[config.mk]
export PLATFORM = sky130hd
export DESIGN_NAME = rom_check_top
export DESIGN_NICKNAME = d
export VERILOG_FILES = /design/src/hdl/rom_check_pkg.sv /design/src/hdl/wb_pkg.sv /design/src/hdl/rom_read_seq.sv /design/src/hdl/digest_lane.sv /design/src/hdl/digest_compare.sv /design/src/hdl/rom_check_fsm.sv /design/src/hdl/rom_check_top.sv
export SDC_FILE = /design/constraint.sdc
export NUM_CORES = 1
export LEC_CHECK = 0
export BUFFER_PORTS_ARGS = -buffer_cell sky130_fd_sc_hd__buf_2
export CAP_MARGIN = 20
export CORE_MARGIN = 1
export CORE_UTILIZATION = 39
export CTS_BUF_LIST = sky130_fd_sc_hd__clkbuf_2
export CTS_CLUSTER_SIZE = 8
export DETAILED_ROUTE_END_ITERATION = 16
export GPL_ROUTABILITY_DRIVEN = 0
export PLACE_DENSITY = 0.62
export REMOVE_ABC_BUFFERS = 1
export SYNTH_ARGS = -nofsm -noshare
export SYNTH_HDL_FRONTEND = slang
export SYNTH_SLANG_ARGS = --single-unit
export TNS_END_PERCENT = 5
[constraint.sdc]
create_clock -name clk_i -period 2.1 [get_ports clk_i]
set_input_delay 0.105 -clock clk_i [delete_from_list [all_inputs] [get_ports clk_i]]
set_output_delay 0.105 -clock clk_i [all_outputs]
set_load 0.01 [all_outputs]
[src/hdl/rom_check_pkg.sv]
// ROM integrity checker definitions
package rom_check_pkg;

  // Default geometry of the checked ROM in 32-bit words
  parameter int unsigned RomDepthDefault = 64;

  // Default number of digest lanes and of expected digest words at the top of the ROM
  parameter int unsigned DigestLanesDefault = 4;

  // Lane k starts its fold from (k+1) times this constant
  parameter logic [31:0] LaneSeedBase = 32'h9E3779B9;

  // Control FSM encoding
  // Every pair of codes differs in at least three bits
  // A single flipped bit therefore never turns one legal state into another
  //
  //   ReadingLow  vs ReadingHigh 6   ReadingLow  vs Checking 5
  //   ReadingLow  vs Done        4   ReadingLow  vs Invalid  5
  //   ReadingHigh vs Checking    5   ReadingHigh vs Done     6
  //   ReadingHigh vs Invalid     3   Checking    vs Done     5
  //   Checking    vs Invalid     4   Done        vs Invalid  5
  typedef enum logic [7:0] {
    ReadingLow  = 8'b1011_0010,
    ReadingHigh = 8'b0110_1001,
    Checking    = 8'b1100_0111,
    Done        = 8'b0001_1110,
    Invalid     = 8'b1111_1101
  } fsm_state_e;

  // Status reported by the checker at the end of the boot-time run
  // done is held until reset once the run has finished
  // good is only ever high together with done
  // alert is held once the FSM has reached the invalid state
  typedef struct packed {
    logic done;
    logic good;
    logic alert;
  } rom_status_t;

endpackage

[src/hdl/wb_pkg.sv]
// Wishbone classic read port types
package wb_pkg;

  // Master to slave signals
  // The port is read only so we stays low in every cycle
  // adr is a word address and not a byte address
  typedef struct packed {
    logic        cyc;
    logic        stb;
    logic        we;
    logic [15:0] adr;
  } wb_req_t;

  // Slave to master signals
  // dat is only meaningful in the cycle where ack is high
  typedef struct packed {
    logic        ack;
    logic [31:0] dat;
  } wb_rsp_t;

endpackage

[src/hdl/rom_read_seq.sv]
// ROM read sequencer
`timescale 1ns/10ps

module rom_read_seq #(
  parameter int unsigned RomDepth    = rom_check_pkg::RomDepthDefault,
  parameter int unsigned DigestLanes = rom_check_pkg::DigestLanesDefault,
  // Derived widths of the word address and of the index into the top region
  localparam int unsigned AW  = $clog2(RomDepth),
  localparam int unsigned TAW = (DigestLanes > 1) ? $clog2(DigestLanes) : 1
) (
  input  logic             clk_i,
  input  logic             rst_ni,
  input  wb_pkg::wb_rsp_t  wb_i,
  output wb_pkg::wb_req_t  wb_o,
  output logic [31:0]      word_o,
  output logic             word_valid_o,
  output logic             low_o,
  output logic             last_low_o,
  output logic [TAW-1:0]   top_idx_o,
  output logic             seq_done_o
);

  // First address of the expected digest and the last address of the ROM
  localparam logic [AW-1:0] TopStart = AW'(RomDepth - DigestLanes);
  localparam logic [AW-1:0] LastAddr = AW'(RomDepth - 1);

  logic [AW-1:0] addr_q;
  logic          busy_q;
  logic          done_q;
  logic          ack;

  // Acks are only taken while a bus cycle is open
  assign ack = busy_q & wb_i.ack;

  // The bus cycle opens on the first clock after reset and stays open for the whole sweep
  // On each ack the address steps and the next read is presented in the following cycle
  // After the ack of the last word cyc and stb drop and the sequencer stays done until reset
  always_ff @(posedge clk_i or negedge rst_ni) begin
    if (!rst_ni) begin
      addr_q <= '0;
      busy_q <= 1'b0;
      done_q <= 1'b0;
    end else if (ack) begin
      if (addr_q == LastAddr) begin
        busy_q <= 1'b0;
        done_q <= 1'b1;
      end else begin
        addr_q <= addr_q + 1'b1;
      end
    end else if (!busy_q && !done_q) begin
      busy_q <= 1'b1;
    end
  end

  // Classic read with strobe tied to the cycle and the address held stable until ack
  assign wb_o = '{cyc: busy_q, stb: busy_q, we: 1'b0, adr: 16'(addr_q)};

  // The returned word goes out in the same cycle as its ack
  assign word_o       = wb_i.dat;
  assign word_valid_o = ack;

  // Region flags decode the address that is being acked
  assign low_o      = (addr_q < TopStart);
  assign last_low_o = (addr_q == TopStart - 1'b1);

  // Offset into the expected digest words (meaningful only when low_o is low)
  assign top_idx_o = TAW'(addr_q - TopStart);

  assign seq_done_o = done_q;

endmodule

[src/hdl/digest_lane.sv]
// Single digest lane
`timescale 1ns/10ps

module digest_lane #(
  parameter int unsigned LaneIdx = 0
) (
  input  logic        clk_i,
  input  logic        rst_ni,
  input  logic [31:0] word_i,
  input  logic        absorb_i,
  input  logic        last_i,
  output logic [31:0] digest_o,
  output logic        lane_done_o
);
  import rom_check_pkg::*;

  // Each lane has its own seed and rotation so that the lanes give different digests
  localparam logic [31:0] Seed = 32'((LaneIdx + 1) * LaneSeedBase);
  localparam int unsigned Rot  = (LaneIdx + 1) % 32;

  logic [31:0] state_q;
  logic [31:0] state_rot;
  logic        done_q;

  // Rotate left by Rot bits
  // A rotation of zero falls out as the plain state since the right shift by 32 gives zero
  assign state_rot = (state_q << Rot) | (state_q >> (32 - Rot));

  // The state restarts from the seed on every reset so each boot folds from scratch
  always_ff @(posedge clk_i or negedge rst_ni) begin
    if (!rst_ni) begin
      state_q <= Seed;
    end else if (absorb_i) begin
      state_q <= state_rot ^ word_i;
    end
  end

  // Done is set on the edge that absorbs the last low word and then held
  always_ff @(posedge clk_i or negedge rst_ni) begin
    if (!rst_ni) begin
      done_q <= 1'b0;
    end else if (last_i) begin
      done_q <= 1'b1;
    end
  end

  assign digest_o    = state_q;
  assign lane_done_o = done_q;

endmodule

[src/hdl/digest_compare.sv]
// Expected digest capture and compare
`timescale 1ns/10ps

module digest_compare #(
  parameter int unsigned DigestLanes = rom_check_pkg::DigestLanesDefault,
  localparam int unsigned TAW = (DigestLanes > 1) ? $clog2(DigestLanes) : 1
) (
  input  logic                     clk_i,
  input  logic                     rst_ni,
  input  logic [31:0]              word_i,
  input  logic                     top_valid_i,
  input  logic [TAW-1:0]           top_idx_i,
  input  logic [DigestLanes*32-1:0] lane_digest_i,
  input  logic                     start_i,
  output logic                     cmp_done_o,
  output logic                     cmp_good_o
);

  localparam logic [TAW-1:0] LastIdx = TAW'(DigestLanes - 1);

  // Expected digest words as read from the top of the ROM
  logic [31:0]    exp_q [DigestLanes];
  logic [TAW-1:0] idx_q;
  logic           running_q;
  logic           done_q;
  logic           good_q;
  logic           mismatch;

  // Top-region words land at their offset as they come off the bus
  always_ff @(posedge clk_i) begin
    if (top_valid_i) begin
      exp_q[top_idx_i] <= word_i;
    end
  end

  // One lane is compared per cycle while the compare runs
  assign mismatch = running_q && (lane_digest_i[idx_q*32 +: 32] != exp_q[idx_q]);

  // start_i arms the compare and sets good
  // The index then walks the lanes and any mismatch clears good for the rest of the run
  // Done pulses in the cycle after the last lane has been compared
  always_ff @(posedge clk_i or negedge rst_ni) begin
    if (!rst_ni) begin
      idx_q     <= '0;
      running_q <= 1'b0;
      done_q    <= 1'b0;
      good_q    <= 1'b0;
    end else begin
      done_q <= 1'b0;
      if (start_i) begin
        idx_q     <= '0;
        running_q <= 1'b1;
        good_q    <= 1'b1;
      end else if (running_q) begin
        if (mismatch) begin
          good_q <= 1'b0;
        end
        if (idx_q == LastIdx) begin
          running_q <= 1'b0;
          done_q    <= 1'b1;
        end else begin
          idx_q <= idx_q + 1'b1;
        end
      end
    end
  end

  assign cmp_done_o = done_q;
  assign cmp_good_o = good_q;

endmodule

[src/hdl/rom_check_fsm.sv]
// ROM check control FSM
`timescale 1ns/10ps

module rom_check_fsm (
  input  logic                       clk_i,
  input  logic                       rst_ni,
  input  logic                       last_low_i,
  input  logic                       word_valid_i,
  input  logic                       seq_done_i,
  input  logic                       lanes_done_i,
  input  logic                       cmp_done_i,
  input  logic                       cmp_good_i,
  output logic                       check_start_o,
  output rom_check_pkg::rom_status_t status_o
);
  import rom_check_pkg::*;

  // The run is strictly linear
  //
  //   ReadingLow   the sequencer is reading the low region into the lanes
  //   ReadingHigh  the lanes are folded and the expected words are being read
  //   Checking     the compare block walks the lanes
  //   Done         terminal state with the result on the status outputs
  //   Invalid      terminal error state that holds the alert
  //
  // No state is ever left for an earlier one

  fsm_state_e state_d;
  fsm_state_e state_q;
  logic       start_q;
  logic       in_done;
  logic       state_legal;

  always_comb begin
    state_d = state_q;

    case (state_q)
      ReadingLow: begin
        // Leave as the final low word is acked
        if (word_valid_i && last_low_i) begin
          state_d = ReadingHigh;
        end
      end

      ReadingHigh: begin
        // Both the bus sweep and every lane must be finished
        if (seq_done_i && lanes_done_i) begin
          state_d = Checking;
        end
      end

      Checking: begin
        if (cmp_done_i) begin
          state_d = Done;
        end
      end

      Done: begin
        // Terminal
      end

      default: begin
        // Invalid itself and any code that is not a legal state
        state_d = Invalid;
      end
    endcase

    // Consistency of the done signals with the current state
    // The compare may only finish while it is running
    // The sweep cannot end while the low region is still being read
    // Once done the sequencer must stay done so a dropped flag means the counter was disturbed
    if ((cmp_done_i && state_q != Checking) ||
        (seq_done_i && state_q == ReadingLow) ||
        (!seq_done_i && state_q == Done)) begin
      state_d = Invalid;
    end
  end

  always_ff @(posedge clk_i or negedge rst_ni) begin
    if (!rst_ni) begin
      state_q <= ReadingLow;
    end else begin
      state_q <= state_d;
    end
  end

  // Single pulse in the first cycle spent in Checking
  always_ff @(posedge clk_i or negedge rst_ni) begin
    if (!rst_ni) begin
      start_q <= 1'b0;
    end else begin
      start_q <= (state_q != Checking) && (state_d == Checking);
    end
  end

  assign check_start_o = start_q;

  // Anything other than the four working states raises the alert
  // Invalid is terminal so the alert holds until reset
  assign state_legal = (state_q == ReadingLow) || (state_q == ReadingHigh) ||
                       (state_q == Checking) || (state_q == Done);
  assign in_done     = (state_q == Done);

  // Good shows the compare result only in Done, a state that is never reached with an alert
  assign status_o = '{done: in_done, good: in_done & cmp_good_i, alert: ~state_legal};

endmodule

[src/hdl/rom_check_top.sv]
// ROM integrity checker top level
`timescale 1ns/10ps

module rom_check_top #(
  parameter int unsigned RomDepth    = rom_check_pkg::RomDepthDefault,
  parameter int unsigned DigestLanes = rom_check_pkg::DigestLanesDefault,
  localparam int unsigned TAW = (DigestLanes > 1) ? $clog2(DigestLanes) : 1
) (
  input  logic                       clk_i,
  input  logic                       rst_ni,
  input  wb_pkg::wb_rsp_t            wb_i,
  output wb_pkg::wb_req_t            wb_o,
  output rom_check_pkg::rom_status_t status_o,
  output logic [DigestLanes*32-1:0]  digest_o
);

  logic [31:0]            word;
  logic                   word_valid;
  logic                   low;
  logic                   last_low;
  logic [TAW-1:0]         top_idx;
  logic                   seq_done;
  logic                   absorb;
  logic                   absorb_last;
  logic                   top_valid;
  logic [DigestLanes-1:0] lane_done;
  logic                   lanes_done;
  logic                   check_start;
  logic                   cmp_done;
  logic                   cmp_good;

  // Bus master that sweeps the whole ROM once per reset
  rom_read_seq #(
    .RomDepth    (RomDepth),
    .DigestLanes (DigestLanes)
  ) u_seq (
    .clk_i        (clk_i),
    .rst_ni       (rst_ni),
    .wb_i         (wb_i),
    .wb_o         (wb_o),
    .word_o       (word),
    .word_valid_o (word_valid),
    .low_o        (low),
    .last_low_o   (last_low),
    .top_idx_o    (top_idx),
    .seq_done_o   (seq_done)
  );

  // Low words feed the lanes and top words feed the compare block
  assign absorb      = word_valid & low;
  assign absorb_last = word_valid & last_low;
  assign top_valid   = word_valid & ~low;

  // Every lane sees the same words and differs only in seed and rotation
  for (genvar k = 0; k < DigestLanes; k++) begin : g_lane
    digest_lane #(
      .LaneIdx (k)
    ) u_lane (
      .clk_i       (clk_i),
      .rst_ni      (rst_ni),
      .word_i      (word),
      .absorb_i    (absorb),
      .last_i      (absorb_last),
      .digest_o    (digest_o[k*32 +: 32]),
      .lane_done_o (lane_done[k])
    );
  end

  assign lanes_done = &lane_done;

  digest_compare #(
    .DigestLanes (DigestLanes)
  ) u_cmp (
    .clk_i         (clk_i),
    .rst_ni        (rst_ni),
    .word_i        (word),
    .top_valid_i   (top_valid),
    .top_idx_i     (top_idx),
    .lane_digest_i (digest_o),
    .start_i       (check_start),
    .cmp_done_o    (cmp_done),
    .cmp_good_o    (cmp_good)
  );

  rom_check_fsm u_fsm (
    .clk_i         (clk_i),
    .rst_ni        (rst_ni),
    .last_low_i    (last_low),
    .word_valid_i  (word_valid),
    .seq_done_i    (seq_done),
    .lanes_done_i  (lanes_done),
    .cmp_done_i    (cmp_done),
    .cmp_good_i    (cmp_good),
    .check_start_o (check_start),
    .status_o      (status_o)
  );

endmodule

=== Word level (Yosys, flattened, before mapping) ===
Memories as Yosys holds them, arrays and structs flattened.
Index checks and enable logic that the tools add are counted.

* Input bits: 35
* Output and inout port bits: 150
* Register bits after elaboration: 151
* Word-level logic and storage cells: 93
* Memories kept: 1
* Memory bits (writable): 128

* Equality and inequality tests: 12
* $lt $le $gt $ge: 1
* $add $sub $neg: 3
* Bitwise operators: 16
* Mux-type cells: 22
* Shifts and indexed selects: 1
* Reduce and logical (&&, ||, !) cells: 23

{| class="wikitable"
|+ Memory list
! name !! depth !! width !! read ports !! clocked after memory_dff !! wr ports !! RTL line !! source
|-
| u_cmp.exp_q || 4 || 32 || 1 || 0 || 1 || digest_compare.sv:22 || <nowiki>logic [31:0] exp_q [DigestLanes];</nowiki>
|}

{| class="wikitable"
|+ Operator list
! cell !! count
|-
| indexed part select 128 x 8 -> 32 bit || 1
|-
| XOR 32 bit || 4
|-
| two-way mux 8 bit || 4
|-
| != test 32 bit || 1
|-
| bitwise OR 32 x 1 -> 32 bit || 1
|-
| bitwise OR 32 x 2 -> 32 bit || 1
|-
| bitwise OR 32 x 3 -> 32 bit || 1
|-
| bitwise OR 32 x 4 -> 32 bit || 1
|-
| case mux 8 bit (4 select lines) || 1
|-
| == test 8 bit, second input constant || 3
|-
| two-way mux 1 bit || 14
|-
| == test 6 bit, second input constant || 2
|-
| AND reduction 2 bit || 5
|-
| == test 8 x 5 -> 1 bit, second input constant || 1
|-
| == test 8 x 7 -> 1 bit, second input constant || 1
|-
| logical AND 1 bit || 8
|-
| != test 8 bit, second input constant || 1
|-
| adder 6 x 1 -> 6 bit, second input constant || 1
|-
| less-than comparator 6 bit, second input constant || 1
|-
| two-way mux 2 bit || 3
|-
| nonzero test 2 bit || 3
|-
| bitwise AND 1 bit || 5
|-
| logical OR 1 bit || 5
|-
| NOT 1 bit || 3
|-
| 6 further kinds || 7
|}

=== Logic depth before layout (Yosys ltp) ===
Gate-level depths: netlist (run 1).

* Depth after elaboration: 7
* Gate-level depth with buffers: 7
* Gate-level depth less buffers: 6

=== Hierarchy ===
Synthesis (run 1) repeated with hierarchy kept, for this count alone.

* Cells, all modules: 1017
* Area total of the unflattened synthesis: 13051.3 µm²

{| class="wikitable"
|+ By module, submodules not included
! module !! seq. area each (µm²) !! instances !! area an instance (µm²) !! cells each
|-
| digest_compare || 3968.8 || 1 || 5529.1 || 332
|-
| digest_lane at g_lane[1].u_lane ... || 849.6 || 2 || 1555.2 || 137
|-
| digest_lane at g_lane[0].u_lane || 850.8 || 1 || 1556.5 || 137
|-
| digest_lane at g_lane[2].u_lane || 848.3 || 1 || 1554.0 || 137
|-
| rom_read_seq || 200.2 || 1 || 752.0 || 83
|-
| rom_check_fsm || 230.2 || 1 || 518.0 || 50
|-
| rom_check_top || 0.0 || 1 || 31.3 || 4
|}

=== Least setup slack after synthesis (run 1) ===
No wires, ideal clock.

* Path kind: register to register
* From: reg u_seq.addr_q[3]
* To: mem u_cmp.exp_q[3][0] (enable)
* Buffers on the path: 0
* Data required time: 1707 ps
* Library setup time: 393 ps
* Cell stages (with the launch flop): 4
* Path slack: 55 ps
* Data arrival time: 1652 ps
* Clock period less this slack: 2045 ps
* Cell sequence: dfrtp_1 -> nand3_1 -> nor3_1 -> and2_1

* Cells in the longest elaborated chain, start to end: 5

{| class="wikitable"
|+ Ends and longest elaborated chain
! element !! RTL line !! source
|-
| from (decl) || rom_read_seq.sv:27 || <nowiki>logic [AW-1:0] addr_q;</nowiki>
|-
| from (signal assigned) || rom_read_seq.sv:48 || <nowiki>addr_q <= addr_q + 1'b1;</nowiki>
|-
| less-than comparator 6 bit || rom_read_seq.sv:63 || <nowiki>assign low_o = (addr_q < TopStart);</nowiki>
|-
| NOT 1 bit || rom_check_top.sv:52 || <nowiki>assign top_valid = word_valid & ~low;</nowiki>
|-
| bitwise AND 1 bit || rom_check_top.sv:52 ||
|-
| two-way mux 1 bit || digest_compare.sv:31 || <nowiki>if (top_valid_i) begin</nowiki>
|-
| two-way mux 1 bit (not written as such) || digest_compare.sv:32 || <nowiki>exp_q[top_idx_i] <= word_i;</nowiki>
|-
| to (decl) || digest_compare.sv:22 ||
|}

Every way passes these cells.

==> results_dict.tcl, run 1 <==
set metrics [dict create \
    status "complete, but fails checks" \
    violations "DRC, setup timing" \
    start_util_pct 39.89 \
    final_nets 1312 \
    netlist_area_sq_mm 0.01230 \
    cp_max_fo 4 \
    tritoncts "built" \
    critPathLaunchType "flop" \
    peakVddDrop_uv 769.1 \
    setup_viol 3 \
    io_pins 185 \
    seq_area_frac_synth_pct 62.79 \
    hold_path_class "primary input to flop" \
    drtIter0Drc 712 \
    fin_util_pct 48.59 \
    fin_crit_ns 2.280 \
    crit_arrival_ns 2.18 \
    synth_area_leaders "edfxtp_1, dfstp_2, xnor2_1" \
    root_buffer "clkbuf_2" \
    finalHoldViolations 0 \
    routedWlPerCell_microns 21.05 \
    drtAntennaViolNets 0 \
    grt_pass1_vias 8399 \
    clkSinkCount 279 \
    rsz0062_at_grt "true" \
    fin_crit_sh_pct 108.6 \
    grt_max_degree 87 \
    drive_gt1_share_pct 32.71 \
    cellLeakagePower_nw 5.819 \
    syn_to_final_growth_pct 21.81 \
    cts_buffers 73 \
    htree_num_levels 3 \
    synth_top_area_cell "edfxtp_1" \
    ys.flop_type "edfxtp_1" \
    power.density_mw_per_mm2 1363 \
    die_w_microns 179.6 \
    gr-total-overflow 0 \
    clk_latency_ns 0.84 \
    rr_worst_depth 7 \
    antenna_found_initial 2 \
    hold_depth 2 \
    power_mw 20.41 \
    ys_types 49 \
    io_buffers 173 \
    post-dp-hpwl_microns 25550 \
    synth_area_per_cell_sq_um 12.24 \
    core_area_sq_mm 0.03083 \
    fp.dieH_microns 179.6 \
    endpoint_kind "primary output" \
    path_class "flop to primary output" \
    tns_ns -0.4922 \
    skew_ns 0.09523 \
    die-area_sq_mm 0.03225 \
    cap_violations 0 \
    synthArstFlopShare_pct 54.12 \
    first_pass_iters 13 \
    crit_required_ns 2.00 \
    rows 64 \
    route.detailed.drc 9 \
    synthCells 1005 \
    yosysWarnings 0 \
    path_clk_slew_ns 0.11 \
    vias 8653 \
    finalMaxSlewViolations 0 \
    synth.ff_latch_count 279 \
    viasPerCell 5.008 \
    synth_edf_count 128 \
    synth_top_area_share_pct 31.25 \
    grt_pass1_wl_microns 54400 \
    track_usage_pct 22.80 \
    max_freq_ghz 0.4385 \
    wl_microns 36370 \
    worst_slack_ns -0.1803 \
    clockBufferDepth 3 \
]
[timing repair]
item,in CTS,in global routing
hold buffers,36,0
setup endpoints to repair,3,4
setup buffers,4,2
resized for setup,5,13
hold endpoints to repair,419,0
pin swaps,4,2
[routing by layer]
layer | vias to the layer above | global-route usage, % | part of all wire [%]
met2 | 327 | 35.56 | 47
met1 | 4272 | 31.40 | 44
li1 | 3991 | - | -
met3 | 63 | 5.389 | 7.5
met5 | - | 0 | 0
met4 | 0 | 7.345 | 2.1
[cells in the final DEF, fill, tap and decap left out, types with 18 or more instances in the layout]
| cell type | count |
|---|---|
| a21oi_1 | 131 |
| buf_2 | 170 |
| buf_4 | 39 |
| clkbuf_2 | 110 |
| clkinv_1 | 18 |
| dfrtp_1 | 71 |
| dfstp_2 | 80 |
| dlygate4sd3_1 | 35 |
| edfxtp_1 | 128 |
| nand4_1 | 24 |
| nor2_1 | 134 |
| xnor2_1 | 224 |
| xor2_1 | 37 |
[layout make-up]
type | count | area [sq um]
fill | 2799 | 15850
inverter | 8 | 30.03
multi-input combinational | 653 | 4334
antenna | 2 | 5.005
timing repair buffer | 257 | 1728
clock buffer | 110 | 550.5
clock inverter | 23 | 115.1
tap | 396 | 495.5
sequential | 279 | 7722
[cell usage after synthesis (all sizes together) (5+ instances only)]
cell    count
xnor2     224
nor2      135
a21oi     131
edfxtp    128
dfstp      80
dfrtp      71
buf        52
xor2       37
nand4      24
clkbuf     23
nand2      11
nand3      11
nor4       10
inv         8
nor3        8
and2        5
ha          5
o21ai       5
[cell families (layout without fill, tap and decap cells)]
family,Yosys count,after routing,share of synthesized area (%)
AOI/OAI and AO/OA,149,149,6.420
adders and majority gates,5,5,0.5087
muxes,2,2,0.1730
xor gates and xnor gates,261,261,18.59
other,1,13,0.03049
DFF,279,279,62.79
and+or+nand+nor,225,225,8.485
buffers and inverters,83,398,3.001
[where the power goes]
part / switching, mW / internal [mW] / total (mW)
Combinational: 3.81 / 3.34 / 7.14
Sequential: 1.97 / 7.53 / 9.50
Clock: 2.25 / 1.52 / 3.76
[worst max-delay path: stages, from the launching register on]
cell and delay (ns):
dfstp_2 0.58, nor4bb_4 0.30, buf_4 0.18, o21ai_4 0.06, nand2b_4 0.09, inv_2 0.03, buf_6 0.10
[worst paths after layout]
kind / end / slack (ns) / start
max: status_o[0] / -0.18 / u_fsm.state_q[1]
min: u_cmp.exp_q[2][24] / 0.15 / wb_i[24]
min reg2reg: g_lane[3].u_lane.lane_done_o / 0.51 / g_lane[3].u_lane.lane_done_o
min in group asynchronous: g_lane[3].u_lane.digest_o[30] / 0.56 / rst_ni
max reg2reg: u_fsm.state_q[3] / 0.11 / u_fsm.state_q[1]
max in group asynchronous: g_lane[0].u_lane.digest_o[25] / 1.10 / rst_ni
[sequential cells by signal, summed over array words and instances (netlist names)]
register and cells:
u_cmp.running_q 1, g_lane.u_lane.digest_o 128, g_lane.u_lane.lane_done_o 1, u_cmp.cmp_done_o 1, u_cmp.exp_q 128, u_cmp.cmp_good_o 1, u_seq.addr_q 6, u_seq.busy_q 1
u_seq.seq_done_o 1, u_fsm.state_q 8, u_fsm.check_start_o 1, u_cmp.idx_q 2
[per-stage QoR]
stage | hold WS [ns] | cells | setup WS, ns | instance area [sq um]
final | 0.1466 | 1728 | -0.1803 | 14980
after global routing | 0.08661 | 1728 | -0.3549 | 14980
after CTS | 0.05193 | 1724 | -0.2812 | 14890
after detailed placement | 0.1333 | 1551 | 0.04021 | 13800
after global placement | 0.1325 | 1551 | 0.07953 | 13800
after floorplan | -0.1906 | 940 | -7.362 | 12000
Power figures use the tool's default switching activity.
==> inputs of run 2 (changes only) <==
--- a/config.mk
+++ b/config.mk
@@ -5,9 +5,9 @@
 export SDC_FILE = /design/constraint.sdc
 export NUM_CORES = 1
 export LEC_CHECK = 0
+export ABC_AREA = 1
 export BUFFER_PORTS_ARGS = -buffer_cell sky130_fd_sc_hd__buf_2
 export CAP_MARGIN = 20
-export CORE_MARGIN = 1
 export CORE_UTILIZATION = 39
 export CTS_BUF_LIST = sky130_fd_sc_hd__clkbuf_2
 export CTS_CLUSTER_SIZE = 8
@@ -15,6 +15,7 @@
 export GPL_ROUTABILITY_DRIVEN = 0
 export PLACE_DENSITY = 0.62
 export REMOVE_ABC_BUFFERS = 1
+export SLEW_MARGIN = 10
 export SYNTH_ARGS = -nofsm -noshare
 export SYNTH_HDL_FRONTEND = slang
 export SYNTH_SLANG_ARGS = --single-unit
==> run 2 against run 1 <==
Compared with the run above:
- the run ends with setup timing left
- final area grew 5.1%
- worst hold slack improved by 0.010 ns
- global-route usage fell by 0.83 points
- clock skew is 0.019 ns lower
- first-iteration DRC count decreased by 17%
==> results_dict.tcl, run 2 <==
set metrics [dict create \
    switching_power_mw 2.542 \
    post-dp-hpwl_microns 25770 \
    use_met3_pct 4.285 \
    rr_worst_depth 10 \
    p_seq_share_pct 55.3 \
    crit_arrival_ns 2.08 \
    multi_input_area_sq_mm 0.004652 \
    synth.ff_latch_count 279 \
    skew_ns 0.07633 \
    drtAntennaViolNets 0 \
    seq_area_frac_synth_pct 58.74 \
    cp_max_fo 5 \
    yosysWarnings 0 \
    final_area_sq_mm 0.01574 \
    cell_internal_pwr_mw 7.803 \
    final_nets 1615 \
    io_pins 185 \
    routedWlPerCell_microns 17.81 \
    setup_viol 2 \
    min-delay-start "wb_i[24]" \
    viasPerCell 4.863 \
    rsz0062_at_grt "true" \
    syn_to_final_growth_pct 19.73 \
    synth_edf_count 128 \
    drtIter0Drc 588 \
    worst_pin_slew_ns 0.5665 \
    reg2reg_slack_ns 0.24 \
    pwr-share-clk_pct 40.8 \
    synthMostInstantiatedCell "nand2_1" \
    grt_pass1_vias 9458 \
    start_util_pct 40.00 \
    die_w_microns 185.6 \
    clockBufferDepth 3 \
    combPwrFrac_pct 3.9 \
    track_usage_pct 21.97 \
    hold_path_class "primary input to flop" \
    cap_violations 0 \
    nFillCells 3163 \
    path_clk_slew_ns 0.10 \
    max_freq_ghz 0.4582 \
    htree_num_levels 3 \
    slew_headroom_pct 62.23 \
    endpoint_kind "primary output" \
    grt_pass1_wl_microns 55590 \
    fin_crit_sh_pct 103.9 \
    switching_share_pct 24.57 \
    wl_microns 37090 \
    ys_types 36 \
    power.density_mw_per_mm2 657.2 \
    core_area_sq_mm 0.03287 \
    rows 66 \
    fin_crit_ns 2.182 \
    synthCells 1332 \
    clk_latency_ns 0.89 \
    synth_area_leaders "edfxtp_1, dfstp_2, dfrtp_1" \
    cellLeakagePower_nw 6.710 \
    clkSinkCount 279 \
    yosys-top-cells-count "nand2_1, o21ai_0, xnor2_1" \
    fin_util_pct 47.89 \
    crit_chain "nand2_2 -> nor3_4 -> nand2_2 -> inv_2 -> nor2_2 -> inv_2 -> nor2_4 -> buf_6" \
    path_class "flop to primary output" \
    grt.busiest_layer "met2" \
    power_mw 10.35 \
    io_buffers 173 \
    fp.dieH_microns 185.6 \
    grtUsageMet1_pct 29.94 \
    grt_max_degree 63 \
    critPathLaunchType "flop" \
    drive_gt1_share_pct 27.35 \
    reg2reg_from "u_cmp.idx_q[0]" \
    layout_common_cells "nand2_1, o21ai_0, buf_2" \
    synth_area_per_cell_sq_um 9.870 \
    worst_slack_ns -0.08229 \
    synth_top_area_cell "edfxtp_1" \
    violations "setup timing" \
    finalMaxSlewViolations 0 \
    final_common_cell "nand2_1" \
    antenna_found_initial 1 \
    peakVddDrop_uv 319.8 \
    placed_cell_area_sq_mm 0.01446 \
    tritoncts "built" \
    synth_top_area_share_pct 29.24 \
    holdPathEnd "u_cmp.exp_q[3][24]" \
    synthArstFlopShare_pct 54.12 \
    hold_depth 2 \
    ys.flop_type "edfxtp_1" \
    root_buffer "clkbuf_2" \
    finalHoldViolations 0 \
    crit_required_ns 2.00 \
    gr-total-overflow 0 \
    status "complete, but fails checks" \
    first_pass_iters 6 \
    die-area_sq_mm 0.03445 \
    cts_buffers 75 \
    netlist_area_sq_mm 0.01315 \
    r2r_end "u_cmp.cmp_good_o" \
    gr-usage-met2_pct 34.76 \
    crit_path_top_delay_cell "dfstp_2" \
    vias 10124 \
    final-seq-area_sq_mm 0.007722 \
    crit_path_max_incr_delay_ns 0.60 \
    route.detailed.drc 0 \
]
[run 2: cells by family after synthesis]
logic type | share of synthesized area [%]
simple gates | 14.42
buf+inv | 6.919
xor+xnor | 11.66
fa+ha+maj | 0.4759
other cells | 0.02853
flops | 58.74
compound gates | 7.757
[run 2: per-stage QoR]
step / hold slack [ns] / instances / worst slack, ns / setup TNS, ns
finish: 0.1571 / 2082 / -0.08229 / -0.08821
detailed placement: 0.04074 / 1897 / 0.2691 / 0
global route: 0.1101 / 2081 / -0.1707 / -0.2998
CTS: 0.05168 / 2075 / -0.1252 / -0.1788
global placement: 0.04055 / 1897 / 0.3199 / 0
floorplan: -0.1906 / 1265 / -1.508 / -310.36
[run 2: worst max path at each step]
stage / from / endpoint / slack (ns) / cells after the start
6_report: u_fsm.state_q[7] / status_o[0] / -0.08 / 8
2_1_floorplan: u_seq.addr_q[2] / u_cmp.exp_q[0][0] / -1.51 / 4
5_1_grt: u_fsm.state_q[4] / status_o[0] / -0.17 / 8
3_5_place_dp: u_cmp.idx_q[0] / u_cmp.cmp_good_o / 0.27 / 10
4_1_cts: u_fsm.state_q[4] / status_o[0] / -0.13 / 8
3_3_place_gp: u_cmp.idx_q[0] / u_cmp.cmp_good_o / 0.32 / 10
[run 2: area by class of cell]
| class | count | share of cell area, % |
|---|---|---|
| Multi-Input combinational cell | 861 | 29.55 |
| Clock inverter | 14 | 0.9062 |
| Timing Repair Buffer | 233 | 9.913 |
| Sequential cell | 279 | 49.06 |
| Inverter | 125 | 3.013 |
| Tap cell | 442 | 3.514 |
| Clock buffer | 126 | 4.006 |
| Antenna cell | 2 | 0.03180 |
[run 2: power groups by stage]
| stage | logic (mW) | registers (mW) | clock network, mW |
|---|---|---|---|
| finish | 0.406 | 5.72 | 4.22 |
| global route | 0.444 | 5.72 | 4.65 |
| CTS | 0.411 | 5.72 | 4.35 |
| detailed placement | 0.353 | 5.83 | 0 |
| global placement | 0.351 | 5.83 | 0 |
| floorplan | 0.108 | 5.83 | 0 |
[run 2: critical path: cells and delay by family, from the launching register on]
family | cells | cell delay [ns]
DFF | 1 | 0.60
and+or+nand+nor | 5 | 0.39
buffers and inverters | 3 | 0.27
[run 2: per-layer routing]
metal  up-vias  wire length [microns]
met5         -                      0
met4         0                    969
met3        76                   2484
met2       379                  17180
met1      4869                  16460
li1       4800                      -
[run 2: timing repair]
| item | in CTS | in global routing |
|---|---|---|
| endpoints found under the hold margin | 541 | 0 |
| gates resized for setup | 6 | 14 |
| hold buffers | 36 | 0 |
| setup endpoints to repair | 3 | 3 |
| pin swaps | 3 | 5 |
| buffers inserted | 2 | 5 |
